==> src/mp_settings.svh <==
`ifndef MP_SETTINGS_SVH
`define MP_SETTINGS_SVH

`define MP_WIDTH   16                 // data word width.
`define MP_NUMVROW 16
`define MP_BITVROW 4
`define MP_NUMVBNK 4
`define MP_BITVBNK 2
`define MP_NUMPBNK (`MP_NUMVBNK + 1)  // one spare bank per row.
`define MP_BITPBNK 3
// address is {row, vbank}.
`define MP_BITADDR 6

`endif

==> src/mp_pkg.sv <==
`default_nettype none

`include "mp_settings.svh"

package mp_pkg;

  // map table start-up sequence.
  typedef enum logic {
    ST_INIT,  // writing the identity map.
    ST_RUN
  } init_state_t;

  // physical bank id, covers the spare bank.
  typedef logic [`MP_BITPBNK-1:0] pbank_t;

endpackage

`default_nettype wire

==> src/mp_bank_ram.sv <==
`timescale 1ns/1ps
`default_nettype none

`include "mp_settings.svh"

module mp_bank_ram (
  input  wire                     clk,
  input  wire                     we,
  input  wire [`MP_BITVROW-1:0]   wadr,
  input  wire [`MP_WIDTH-1:0]     wdat,
  input  wire                     re,
  input  wire [`MP_BITVROW-1:0]   radr,
  output logic [`MP_WIDTH-1:0]    rdat
);

  logic [`MP_WIDTH-1:0] mem [`MP_NUMVROW];

  always_ff @(posedge clk) begin
    if (we) begin
      mem[wadr] <= wdat;
    end
  end

  // same-row read during a write returns the old word.
  always_ff @(posedge clk) begin
    if (re) begin
      rdat <= mem[radr];
    end
  end

endmodule

`default_nettype wire

==> src/mp_map_table.sv <==
`timescale 1ns/1ps
`default_nettype none

`include "mp_settings.svh"

module mp_map_table
  import mp_pkg::*;
(
  input  wire                     clk,
  input  wire                     rst,
  output logic                    ready,

  input  wire [`MP_BITVROW-1:0]   wl_row0,
  input  wire [`MP_BITVROW-1:0]   wl_row1,
  input  wire [`MP_BITVBNK-1:0]   wl_vbnk0,
  input  wire [`MP_BITVBNK-1:0]   wl_vbnk1,
  output pbank_t                  wl_pbnk0,
  output pbank_t                  wl_pbnk1,
  output pbank_t                  wl_free1,

  input  wire [`MP_BITVROW-1:0]   rl_row0,
  input  wire [`MP_BITVROW-1:0]   rl_row1,
  input  wire [`MP_BITVBNK-1:0]   rl_vbnk0,
  input  wire [`MP_BITVBNK-1:0]   rl_vbnk1,
  output pbank_t                  rl_pbnk0,
  output pbank_t                  rl_pbnk1,

  input  wire                     remap,
  input  wire [`MP_BITVROW-1:0]   remap_row,
  input  wire [`MP_BITVBNK-1:0]   remap_vbnk,
  input  pbank_t                  remap_pbnk
);

  init_state_t state_q;
  logic [`MP_BITVROW-1:0] init_row_q;

  pbank_t map_q  [`MP_NUMVROW][`MP_NUMVBNK];  // vbank to pbank, per row.
  pbank_t free_q [`MP_NUMVROW];               // unmapped pbank, per row.

  logic init_last;

  assign init_last = (init_row_q == `MP_BITVROW'(`MP_NUMVROW - 1));

  always_ff @(posedge clk) begin
    if (rst) begin
      state_q    <= ST_INIT;
      init_row_q <= '0;
    end else begin
      case (state_q)
        ST_INIT: begin
          init_row_q <= init_row_q + 1'b1;
          if (init_last) begin
            state_q <= ST_RUN;
          end
        end
        ST_RUN: begin
          state_q <= ST_RUN;
        end
        default: begin
          state_q <= ST_INIT;
        end
      endcase
    end
  end

  assign ready = (state_q == ST_RUN);

  // identity map first, then the vbank and the free bank trade places.
  always_ff @(posedge clk) begin
    if (state_q == ST_INIT) begin
      for (int v = 0; v < `MP_NUMVBNK; v++) begin
        map_q[init_row_q][v] <= pbank_t'(v);
      end
      free_q[init_row_q] <= pbank_t'(`MP_NUMVBNK);
    end else if (remap) begin
      map_q[remap_row][remap_vbnk] <= remap_pbnk;
      free_q[remap_row]            <= map_q[remap_row][remap_vbnk];
    end
  end

  assign wl_pbnk0 = map_q[wl_row0][wl_vbnk0];
  assign wl_pbnk1 = map_q[wl_row1][wl_vbnk1];
  assign wl_free1 = free_q[wl_row1];

  assign rl_pbnk0 = map_q[rl_row0][rl_vbnk0];
  assign rl_pbnk1 = map_q[rl_row1][rl_vbnk1];

endmodule

`default_nettype wire

==> src/mp_write_stage.sv <==
`timescale 1ns/1ps
`default_nettype none

`include "mp_settings.svh"

module mp_write_stage
  import mp_pkg::*;
(
  input  wire                     clk,
  input  wire                     rst,
  input  wire                     write0,
  input  wire                     write1,
  input  wire [`MP_BITADDR-1:0]   wr_adr0,
  input  wire [`MP_BITADDR-1:0]   wr_adr1,
  input  wire [`MP_WIDTH-1:0]     din0,
  input  wire [`MP_WIDTH-1:0]     din1,

  output logic [`MP_BITVROW-1:0]  wl_row0,
  output logic [`MP_BITVROW-1:0]  wl_row1,
  output logic [`MP_BITVBNK-1:0]  wl_vbnk0,
  output logic [`MP_BITVBNK-1:0]  wl_vbnk1,
  input  pbank_t                  wl_pbnk0,
  input  pbank_t                  wl_pbnk1,
  input  pbank_t                  wl_free1,

  output logic                    remap,
  output logic [`MP_BITVROW-1:0]  remap_row,
  output logic [`MP_BITVBNK-1:0]  remap_vbnk,
  output pbank_t                  remap_pbnk,

  output logic [`MP_NUMPBNK-1:0]                   bk_we,
  output logic [`MP_NUMPBNK-1:0][`MP_BITVROW-1:0]  bk_wadr,
  output logic [`MP_NUMPBNK-1:0][`MP_WIDTH-1:0]    bk_wdat
);

  logic                   w0_vld_q, w1_vld_q;
  logic [`MP_BITADDR-1:0] w0_adr_q, w1_adr_q;
  logic [`MP_WIDTH-1:0]   w0_dat_q, w1_dat_q;

  logic   w0_en;
  logic   conflict;
  pbank_t w1_pbnk;

  always_ff @(posedge clk) begin
    if (rst) begin
      w0_vld_q <= 1'b0;
      w1_vld_q <= 1'b0;
    end else begin
      w0_vld_q <= write0;
      w1_vld_q <= write1;
    end
  end

  always_ff @(posedge clk) begin
    w0_adr_q <= wr_adr0;
    w1_adr_q <= wr_adr1;
    w0_dat_q <= din0;
    w1_dat_q <= din1;
  end

  assign wl_row0  = w0_adr_q[`MP_BITADDR-1:`MP_BITVBNK];
  assign wl_row1  = w1_adr_q[`MP_BITADDR-1:`MP_BITVBNK];
  assign wl_vbnk0 = w0_adr_q[`MP_BITVBNK-1:0];
  assign wl_vbnk1 = w1_adr_q[`MP_BITVBNK-1:0];

  assign w0_en    = w0_vld_q && !(w1_vld_q && (w0_adr_q == w1_adr_q));  // port 1 wins.
  assign conflict = w0_en && w1_vld_q && (wl_pbnk0 == wl_pbnk1);
  assign w1_pbnk  = conflict ? wl_free1 : wl_pbnk1;  // spare bank of row 1.

  assign remap      = conflict;
  assign remap_row  = wl_row1;
  assign remap_vbnk = wl_vbnk1;
  assign remap_pbnk = wl_free1;

  always_comb begin
    for (int b = 0; b < `MP_NUMPBNK; b++) begin
      bk_we[b]   = 1'b0;
      bk_wadr[b] = wl_row0;
      bk_wdat[b] = w0_dat_q;
      if (w0_en && (wl_pbnk0 == pbank_t'(b))) begin
        bk_we[b] = 1'b1;
      end
      if (w1_vld_q && (w1_pbnk == pbank_t'(b))) begin
        bk_we[b]   = 1'b1;
        bk_wadr[b] = wl_row1;
        bk_wdat[b] = w1_dat_q;
      end
    end
  end

endmodule

`default_nettype wire

==> src/mp_read_stage.sv <==
`timescale 1ns/1ps
`default_nettype none

`include "mp_settings.svh"

module mp_read_stage
  import mp_pkg::*;
(
  input  wire                     clk,
  input  wire                     rst,
  input  wire                     read0,
  input  wire                     read1,
  input  wire [`MP_BITADDR-1:0]   rd_adr0,
  input  wire [`MP_BITADDR-1:0]   rd_adr1,

  output logic [`MP_BITVROW-1:0]  rl_row0,
  output logic [`MP_BITVROW-1:0]  rl_row1,
  output logic [`MP_BITVBNK-1:0]  rl_vbnk0,
  output logic [`MP_BITVBNK-1:0]  rl_vbnk1,
  input  pbank_t                  rl_pbnk0,
  input  pbank_t                  rl_pbnk1,

  output logic [1:0][`MP_NUMPBNK-1:0]                   bk_re,
  output logic [1:0][`MP_NUMPBNK-1:0][`MP_BITVROW-1:0]  bk_radr,
  input  wire  [1:0][`MP_NUMPBNK-1:0][`MP_WIDTH-1:0]    bk_rdat,

  output logic                    rd_vld0,
  output logic                    rd_vld1,
  output logic [`MP_WIDTH-1:0]    rd_dout0,
  output logic [`MP_WIDTH-1:0]    rd_dout1
);

  logic [1:0]             vld_q;      // request registered.
  logic [1:0]             out_vld_q;  // bank data registered.
  logic [`MP_BITADDR-1:0] adr_q [2];
  pbank_t                 sel_q [2];
  pbank_t                 pbnk  [2];
  logic [1:0][`MP_WIDTH-1:0] dout;

  always_ff @(posedge clk) begin
    if (rst) begin
      vld_q     <= '0;
      out_vld_q <= '0;
    end else begin
      vld_q     <= {read1, read0};
      out_vld_q <= vld_q;
    end
  end

  always_ff @(posedge clk) begin
    adr_q[0] <= rd_adr0;
    adr_q[1] <= rd_adr1;
    sel_q[0] <= pbnk[0];
    sel_q[1] <= pbnk[1];
  end

  assign rl_row0  = adr_q[0][`MP_BITADDR-1:`MP_BITVBNK];
  assign rl_row1  = adr_q[1][`MP_BITADDR-1:`MP_BITVBNK];
  assign rl_vbnk0 = adr_q[0][`MP_BITVBNK-1:0];
  assign rl_vbnk1 = adr_q[1][`MP_BITVBNK-1:0];

  assign pbnk[0] = rl_pbnk0;
  assign pbnk[1] = rl_pbnk1;

  // port p owns copy p, so the two reads never share a bank.
  always_comb begin
    for (int p = 0; p < 2; p++) begin
      for (int b = 0; b < `MP_NUMPBNK; b++) begin
        bk_re[p][b]   = vld_q[p] && (pbnk[p] == pbank_t'(b));
        bk_radr[p][b] = adr_q[p][`MP_BITADDR-1:`MP_BITVBNK];
      end
    end
  end

  always_comb begin
    dout = '0;
    for (int p = 0; p < 2; p++) begin
      for (int b = 0; b < `MP_NUMPBNK; b++) begin
        if (sel_q[p] == pbank_t'(b)) begin
          dout[p] = bk_rdat[p][b];
        end
      end
    end
  end

  assign rd_vld0  = out_vld_q[0];
  assign rd_vld1  = out_vld_q[1];
  assign rd_dout0 = dout[0];
  assign rd_dout1 = dout[1];

endmodule

`default_nettype wire

==> src/mp_top.sv <==
`timescale 1ns/1ps
`default_nettype none

`include "mp_settings.svh"

module mp_top
  import mp_pkg::*;
(
  input  wire                     clk,
  input  wire                     rst,
  output logic                    ready,

  input  wire                     write0,
  input  wire                     write1,
  input  wire [`MP_BITADDR-1:0]   wr_adr0,
  input  wire [`MP_BITADDR-1:0]   wr_adr1,
  input  wire [`MP_WIDTH-1:0]     din0,
  input  wire [`MP_WIDTH-1:0]     din1,

  input  wire                     read0,
  input  wire                     read1,
  input  wire [`MP_BITADDR-1:0]   rd_adr0,
  input  wire [`MP_BITADDR-1:0]   rd_adr1,
  output logic                    rd_vld0,
  output logic                    rd_vld1,
  output logic [`MP_WIDTH-1:0]    rd_dout0,
  output logic [`MP_WIDTH-1:0]    rd_dout1
);

  logic [`MP_BITVROW-1:0] wl_row0, wl_row1, rl_row0, rl_row1, remap_row;
  logic [`MP_BITVBNK-1:0] wl_vbnk0, wl_vbnk1, rl_vbnk0, rl_vbnk1, remap_vbnk;
  pbank_t wl_pbnk0, wl_pbnk1, wl_free1, rl_pbnk0, rl_pbnk1, remap_pbnk;
  logic   remap;

  logic [`MP_NUMPBNK-1:0]                        bk_we;
  logic [`MP_NUMPBNK-1:0][`MP_BITVROW-1:0]       bk_wadr;
  logic [`MP_NUMPBNK-1:0][`MP_WIDTH-1:0]         bk_wdat;
  logic [1:0][`MP_NUMPBNK-1:0]                   bk_re;
  logic [1:0][`MP_NUMPBNK-1:0][`MP_BITVROW-1:0]  bk_radr;
  logic [1:0][`MP_NUMPBNK-1:0][`MP_WIDTH-1:0]    bk_rdat;

  mp_map_table u_map (
    .clk, .rst, .ready,
    .wl_row0, .wl_row1, .wl_vbnk0, .wl_vbnk1, .wl_pbnk0, .wl_pbnk1, .wl_free1,
    .rl_row0, .rl_row1, .rl_vbnk0, .rl_vbnk1, .rl_pbnk0, .rl_pbnk1,
    .remap, .remap_row, .remap_vbnk, .remap_pbnk
  );

  mp_write_stage u_wr (
    .clk, .rst, .write0, .write1, .wr_adr0, .wr_adr1, .din0, .din1,
    .wl_row0, .wl_row1, .wl_vbnk0, .wl_vbnk1, .wl_pbnk0, .wl_pbnk1, .wl_free1,
    .remap, .remap_row, .remap_vbnk, .remap_pbnk,
    .bk_we, .bk_wadr, .bk_wdat
  );

  mp_read_stage u_rd (
    .clk, .rst, .read0, .read1, .rd_adr0, .rd_adr1,
    .rl_row0, .rl_row1, .rl_vbnk0, .rl_vbnk1, .rl_pbnk0, .rl_pbnk1,
    .bk_re, .bk_radr, .bk_rdat,
    .rd_vld0, .rd_vld1, .rd_dout0, .rd_dout1
  );

  // one copy per read port; both copies take every write.
  for (genvar c = 0; c < 2; c++) begin : g_copy
    for (genvar b = 0; b < `MP_NUMPBNK; b++) begin : g_bank
      mp_bank_ram u_bank (
        .clk  (clk),
        .we   (bk_we[b]),
        .wadr (bk_wadr[b]),
        .wdat (bk_wdat[b]),
        .re   (bk_re[c][b]),
        .radr (bk_radr[c][b]),
        .rdat (bk_rdat[c][b])
      );
    end
  end

endmodule

`default_nettype wire

==> config.mk <==
export PLATFORM = sky130hd
export DESIGN_NAME = mp_top
export DESIGN_NICKNAME = d
export VERILOG_FILES = /design/src/mp_pkg.sv /design/src/mp_bank_ram.sv /design/src/mp_map_table.sv /design/src/mp_write_stage.sv /design/src/mp_read_stage.sv /design/src/mp_top.sv
export VERILOG_INCLUDE_DIRS = /design/src
export SDC_FILE = /design/constraint.sdc
export NUM_CORES = 2
export LEC_CHECK = 0
export CAP_MARGIN = 5
export CORE_MARGIN = 2
export CORE_UTILIZATION = 25
export CTS_BUF_LIST = sky130_fd_sc_hd__clkbuf_4
export DETAILED_ROUTE_END_ITERATION = 8
export DONT_BUFFER_PORTS = 1
export PLACE_DENSITY_LB_ADDON = 0.08
export REMOVE_ABC_BUFFERS = 1
export SLEW_MARGIN = 15
export SYNTH_ARGS = -nofsm -noshare
export SYNTH_HDL_FRONTEND = slang
export SYNTH_SLANG_ARGS = --single-unit
==> constraint.sdc <==
create_clock -name clk -period 5.92 [get_ports clk]
set_input_delay 1.776 -clock clk [delete_from_list [all_inputs] [get_ports clk]]
set_output_delay 1.776 -clock clk [all_outputs]
set_load 0.01 [all_outputs]
==> summary.txt <==
Layout
  • Number of nets in the layout: 4390
  • Share of the core filled with cells in the final layout: about 30%
  • Area added between synthesis and finish: 18.30%
  • Fraction of final layout cells sized beyond drive strength 1: a little under half

Timing
  • Unrepaired setup endpoints after global routing: no
  • Top achievable clock speed: between 0.15 and 0.2 GHz
  • Maximum clock skew at final layout: between 0.15 and 0.2 ns
  • Transition time at the pin with the least slew margin: roughly 1.3 ns
  • Fin crit period: 5.677 ns
  • Final hold viol count: 0
  • Portion of the clock cycle consumed by the worst path in the final layout: between 90% and 100%
  • Setup violation total in the final timing report: 0
  • Number of pins exceeding their max-slew limit in the final report: 0
  • Worst slew margin relative to its limit: 13.79%

Clock network
  • Resized cells post-CTS: 0
  • Post-CTS Hold Buffers: 0
  • Buffer type at the clock tree root: sky130_fd_sc_hd__clkbuf_4
  • Maximum root-to-sink buffer count: 4
  • Worst-Skew Late Latency: roughly 1.5 ns
  • Total clock sinks: between 1500 and 2000
  • Reg clk slew, reported paths: around 0.060 ns
  • CTS H-tree lvls: 6
  • Setup repair bufs after CTS: 0
  • CTS tree: yes
  • Number of clock buffers inserted by TritonCTS: 533

Min path
  • Path category of the worst min-delay check: in -> reg
  • Worst min-delay path endpoint: u_wr.w0_dat_q[9]
  • WHS Path Cells: 0
  • Origin of the worst min-delay path: din0[9]

Floorplan
  • # rows: 210
  • Count of boundary I/O pins: 97
  • Die Area: approximately 330000 µm²
  • Starting utilization of the core area: between 20 and 30%
  • Die height: just under 600 µm
  • DIE WIDTH: ~580 µm
  • Core region area: between 300000 and 400000 µm²

Route
  • DR pass1 iterations: 5
  • Vias: about 46000
  • Uppermost signal routing layer after detailed routing: met5
  • Post-detailed-route DRC marker count: 0
  • Average routed wire per standard cell: 35.92 µm
  • Count of routing violations after the opening detailed-route iteration: about 4000
  • Total met3 wirelength after detailed routing: between 15000 and 20000 µm
  • Met1 layer wirelength in the final routing: 135400 µm
  • DR vias/cell: just over 5
  • Sum of met2 wire segment lengths after detailed routing: between 150000 and 200000 µm
  • Routed wire length: about 330000 µm
  • Post-DRT Antenna Nets: 0

Yosys
  • Share of flip-flops with an asynchronous set or reset after synthesis: 0%
  • Sequential area share after synthesis: between 60% and 70%
  • Yosys Warn Count: 0
  • Syn Area/Cell: approximately 21 µm²
  • Post-synth EDFFs: around 1700
  • Syn Inst Count: around 3900
  • Number of storage elements in the synthesis netlist: 1753
  • Post-Synthesis Cell Area: roughly 80000 µm²
  • Synth unique cells: 68
  • Primary FF master, synth: sky130_fd_sc_hd__edfxtp_1

Placement
  • Routability-driven placement congestion ratio: roughly 0.84
  • Number of buffers inserted by port buffering: 0
  • Placed wire-length estimate after detailed placement: just over 200000 µm

Critical path
  • Reg2reg start: u_wr.w0_adr_q[2]
  • R2R Path End: g_copy[1].g_bank[1].u_bank.mem[2][6]
  • CP Data Arrival Time: 3.90 ns
  • Worst-case reg-to-reg path depth: 10
  • Largest fanout on the critical path: 27
  • Type of the setup path with the least slack: reg -> out
  • Critical path startpoint category: flip-flop
  • Register-to-register setup slack: ~0.54 ns
  • Endpoint required time on the critical path: approximately 4.1 ns
  • Endpoint kind of the worst setup timing path: output pin

Power and ir drop
  • Maximum vdd drop: ~0.00019 V
  • Power density cells: ~300 nW/µm²
  • Portion of total power attributed to the clock network: between 40% and 50%
  • Overall power consumption: approximately 29 mW
  • Switching power as a share of total power: a little over a quarter
  • Cell Int Power: 21.25 mW
  • Switching component of the power: approximately 7.5 mW
  • P_leak: 29.69 nW
  • Logic pwr share: under 10%
  • Sequential share of power: between 40% and 50%

GRT
  • Antenna violations before repair: 47
  • Pin count of the biggest net entering global routing: roughly 100
  • Total global-route track usage: 19.59%
  • First-pass GRT wire length: 440700 µm
  • Grt total ovfl: 0
  • Vias in the first global route: slightly below 50000

Outcome
  • Result of the run: complete, no violations

Job
  • Count of max-cap constraint violations: 0
==> metal layers <==
metal	GRT usage, %	up-vias
met1	25.14	25280
met3	3.820	528
met4	6.091	32
li1	-	18260
met2	33.28	1655
met5	0.04304	-
==> synthesized netlist by cell type, types with 5 or more instances <==
cell                       number  share of area (%)
sky130_fd_sc_hd__a31oi_1        5              0.038
sky130_fd_sc_hd__o21ai_0       21               0.13
sky130_fd_sc_hd__and2_1        11              0.084
sky130_fd_sc_hd__a21oi_1       24               0.15
sky130_fd_sc_hd__o22a_1         9              0.096
sky130_fd_sc_hd__mux2_1        70               0.96
sky130_fd_sc_hd__nor2_1       114               0.52
sky130_fd_sc_hd__nand2b_1      15               0.11
sky130_fd_sc_hd__xnor2_1        6              0.064
sky130_fd_sc_hd__dfxtp_1       73                1.8
sky130_fd_sc_hd__a22oi_1       45               0.41
sky130_fd_sc_hd__nor3_1         9              0.055
sky130_fd_sc_hd__buf_4         20               0.18
sky130_fd_sc_hd__o22ai_1       24               0.18
sky130_fd_sc_hd__mux2_2        10               0.14
sky130_fd_sc_hd__buf_2         14              0.086
sky130_fd_sc_hd__clkbuf_1     168               0.77
sky130_fd_sc_hd__buf_6          6              0.082
sky130_fd_sc_hd__buf_1         87               0.40
sky130_fd_sc_hd__nand2_1      116               0.53
sky130_fd_sc_hd__edfxtp_1    1680                 62
sky130_fd_sc_hd__nor2b_1       25               0.19
sky130_fd_sc_hd__mux4_2      1048                 29
sky130_fd_sc_hd__o32a_1         5              0.061
sky130_fd_sc_hd__nand3_1       21               0.13
sky130_fd_sc_hd__inv_1         51               0.23
sky130_fd_sc_hd__mux2i_1      104                1.3
==> layout by cell type, fill, tap and decap left out, types with 21 or more instances in the layout <==
master / count
sky130_fd_sc_hd__clkinv_1: 124
sky130_fd_sc_hd__nor2b_1: 25
sky130_fd_sc_hd__edfxtp_1: 1680
sky130_fd_sc_hd__nand3_1: 21
sky130_fd_sc_hd__inv_1: 51
sky130_fd_sc_hd__mux4_2: 1048
sky130_fd_sc_hd__mux2_1: 70
sky130_fd_sc_hd__nor2_1: 109
sky130_fd_sc_hd__a22oi_1: 45
sky130_fd_sc_hd__buf_12: 81
sky130_fd_sc_hd__diode_2: 44
sky130_fd_sc_hd__clkbuf_4: 735
sky130_fd_sc_hd__mux2i_1: 37
sky130_fd_sc_hd__mux2i_4: 67
sky130_fd_sc_hd__a21oi_1: 24
sky130_fd_sc_hd__buf_4: 157
sky130_fd_sc_hd__nand2_1: 116
sky130_fd_sc_hd__dfxtp_1: 54
==> worst max-delay path by stage <==
stage,startpoint,to,slack [ns],cells past startpoint
2_1_floorplan,u_rd.adr_q[0][2],g_copy[0].g_bank[1].u_bank.rdat[0],-12.94,4
3_3_place_gp,u_wr.w0_adr_q[2],g_copy[1].g_bank[1].u_bank.mem[12][7],0.60,11
3_5_place_dp,u_wr.w0_adr_q[2],g_copy[1].g_bank[1].u_bank.mem[15][6],0.56,10
4_1_cts,u_rd.sel_q[0][3],rd_dout1[0],0.05,4
5_1_grt,u_rd.sel_q[0][3],rd_dout1[9],0.05,4
6_report,u_rd.sel_q[0][3],rd_dout1[0],0.24,4
==> critical path, cell delays in order (launching register included) <==
cell                      delay, ns
sky130_fd_sc_hd__dfxtp_2       0.99
sky130_fd_sc_hd__mux2i_1       0.40
sky130_fd_sc_hd__nor2_1        0.42
sky130_fd_sc_hd__a21oi_1       0.16
sky130_fd_sc_hd__o22ai_1       0.51
==> power by group through the flow <==
stage / sequential, mW / clock [mW] / combinational (mW)
2_1_floorplan: 14.3 / 0 / 1.81
3_3_place_gp: 14.3 / 0 / 2.58
3_5_place_dp: 14.3 / 0 / 2.57
4_1_cts: 14.0 / 12.8 / 2.57
5_1_grt: 14.0 / 13.4 / 2.64
6_report: 14.0 / 12.3 / 2.50
==> state kept, by name, summed over array words and instances (netlist names) <==
register / cells
u_wr.w1_adr_q: 6
u_wr.w0_adr_q: 6
u_wr.w1_vld_q: 1
g_copy.g_bank.u_bank.mem: 1280
u_map.free_q: 48
u_map.ready: 1
u_wr.w0_dat_q: 16
u_rd.vld_q: 2
u_rd.out_vld_q: 2
u_map.map_q: 192
g_copy.g_bank.u_bank.rdat: 160
u_wr.w0_vld_q: 1
u_wr.w1_dat_q: 16
u_rd.sel_q: 6
u_map.init_row_q: 4
u_rd.adr_q: 12
==> final cells by class <==
| class | instances | area [µm²] |
|---|---|---|
| antenna | 44 | 110.1 |
| fill | 31880 | 229700 |
| sequential | 1753 | 51960 |
| inverter | 51 | 191.4 |
| timing repair buffer | 238 | 2800 |
| clock buffer | 735 | 5518 |
| tap | 4346 | 5438 |
| clock inverter | 186 | 1277 |
| multi-input combinational | 1750 | 29600 |
==> stage by stage <==
stage	hold slack, ns	setup TNS (ns)	setup WS [ns]	std cells	instance area [µm²]
after floorplan	0.4686	-6990.42	-12.94	3554	80580
after global placement	0.5872	0	0.6037	8138	89990
after detailed placement	0.5891	0	0.5614	8138	89990
after CTS	0.03634	0	0.05310	9059	96790
after global routing	0.1737	0	0.05469	9078	96830
final	0.2991	0	0.2434	9103	96900
==> cells by family after synthesis <==
group,Yosys count,synth area share (%)
mux,1232,31.19
xor+xnor,11,0.1268
buf+inv,350,1.851
fa+ha+maj,1,0.01527
compound gates,166,1.483
flops,1753,63.38
simple gates,340,1.958
Power figures use the tool's default switching activity.
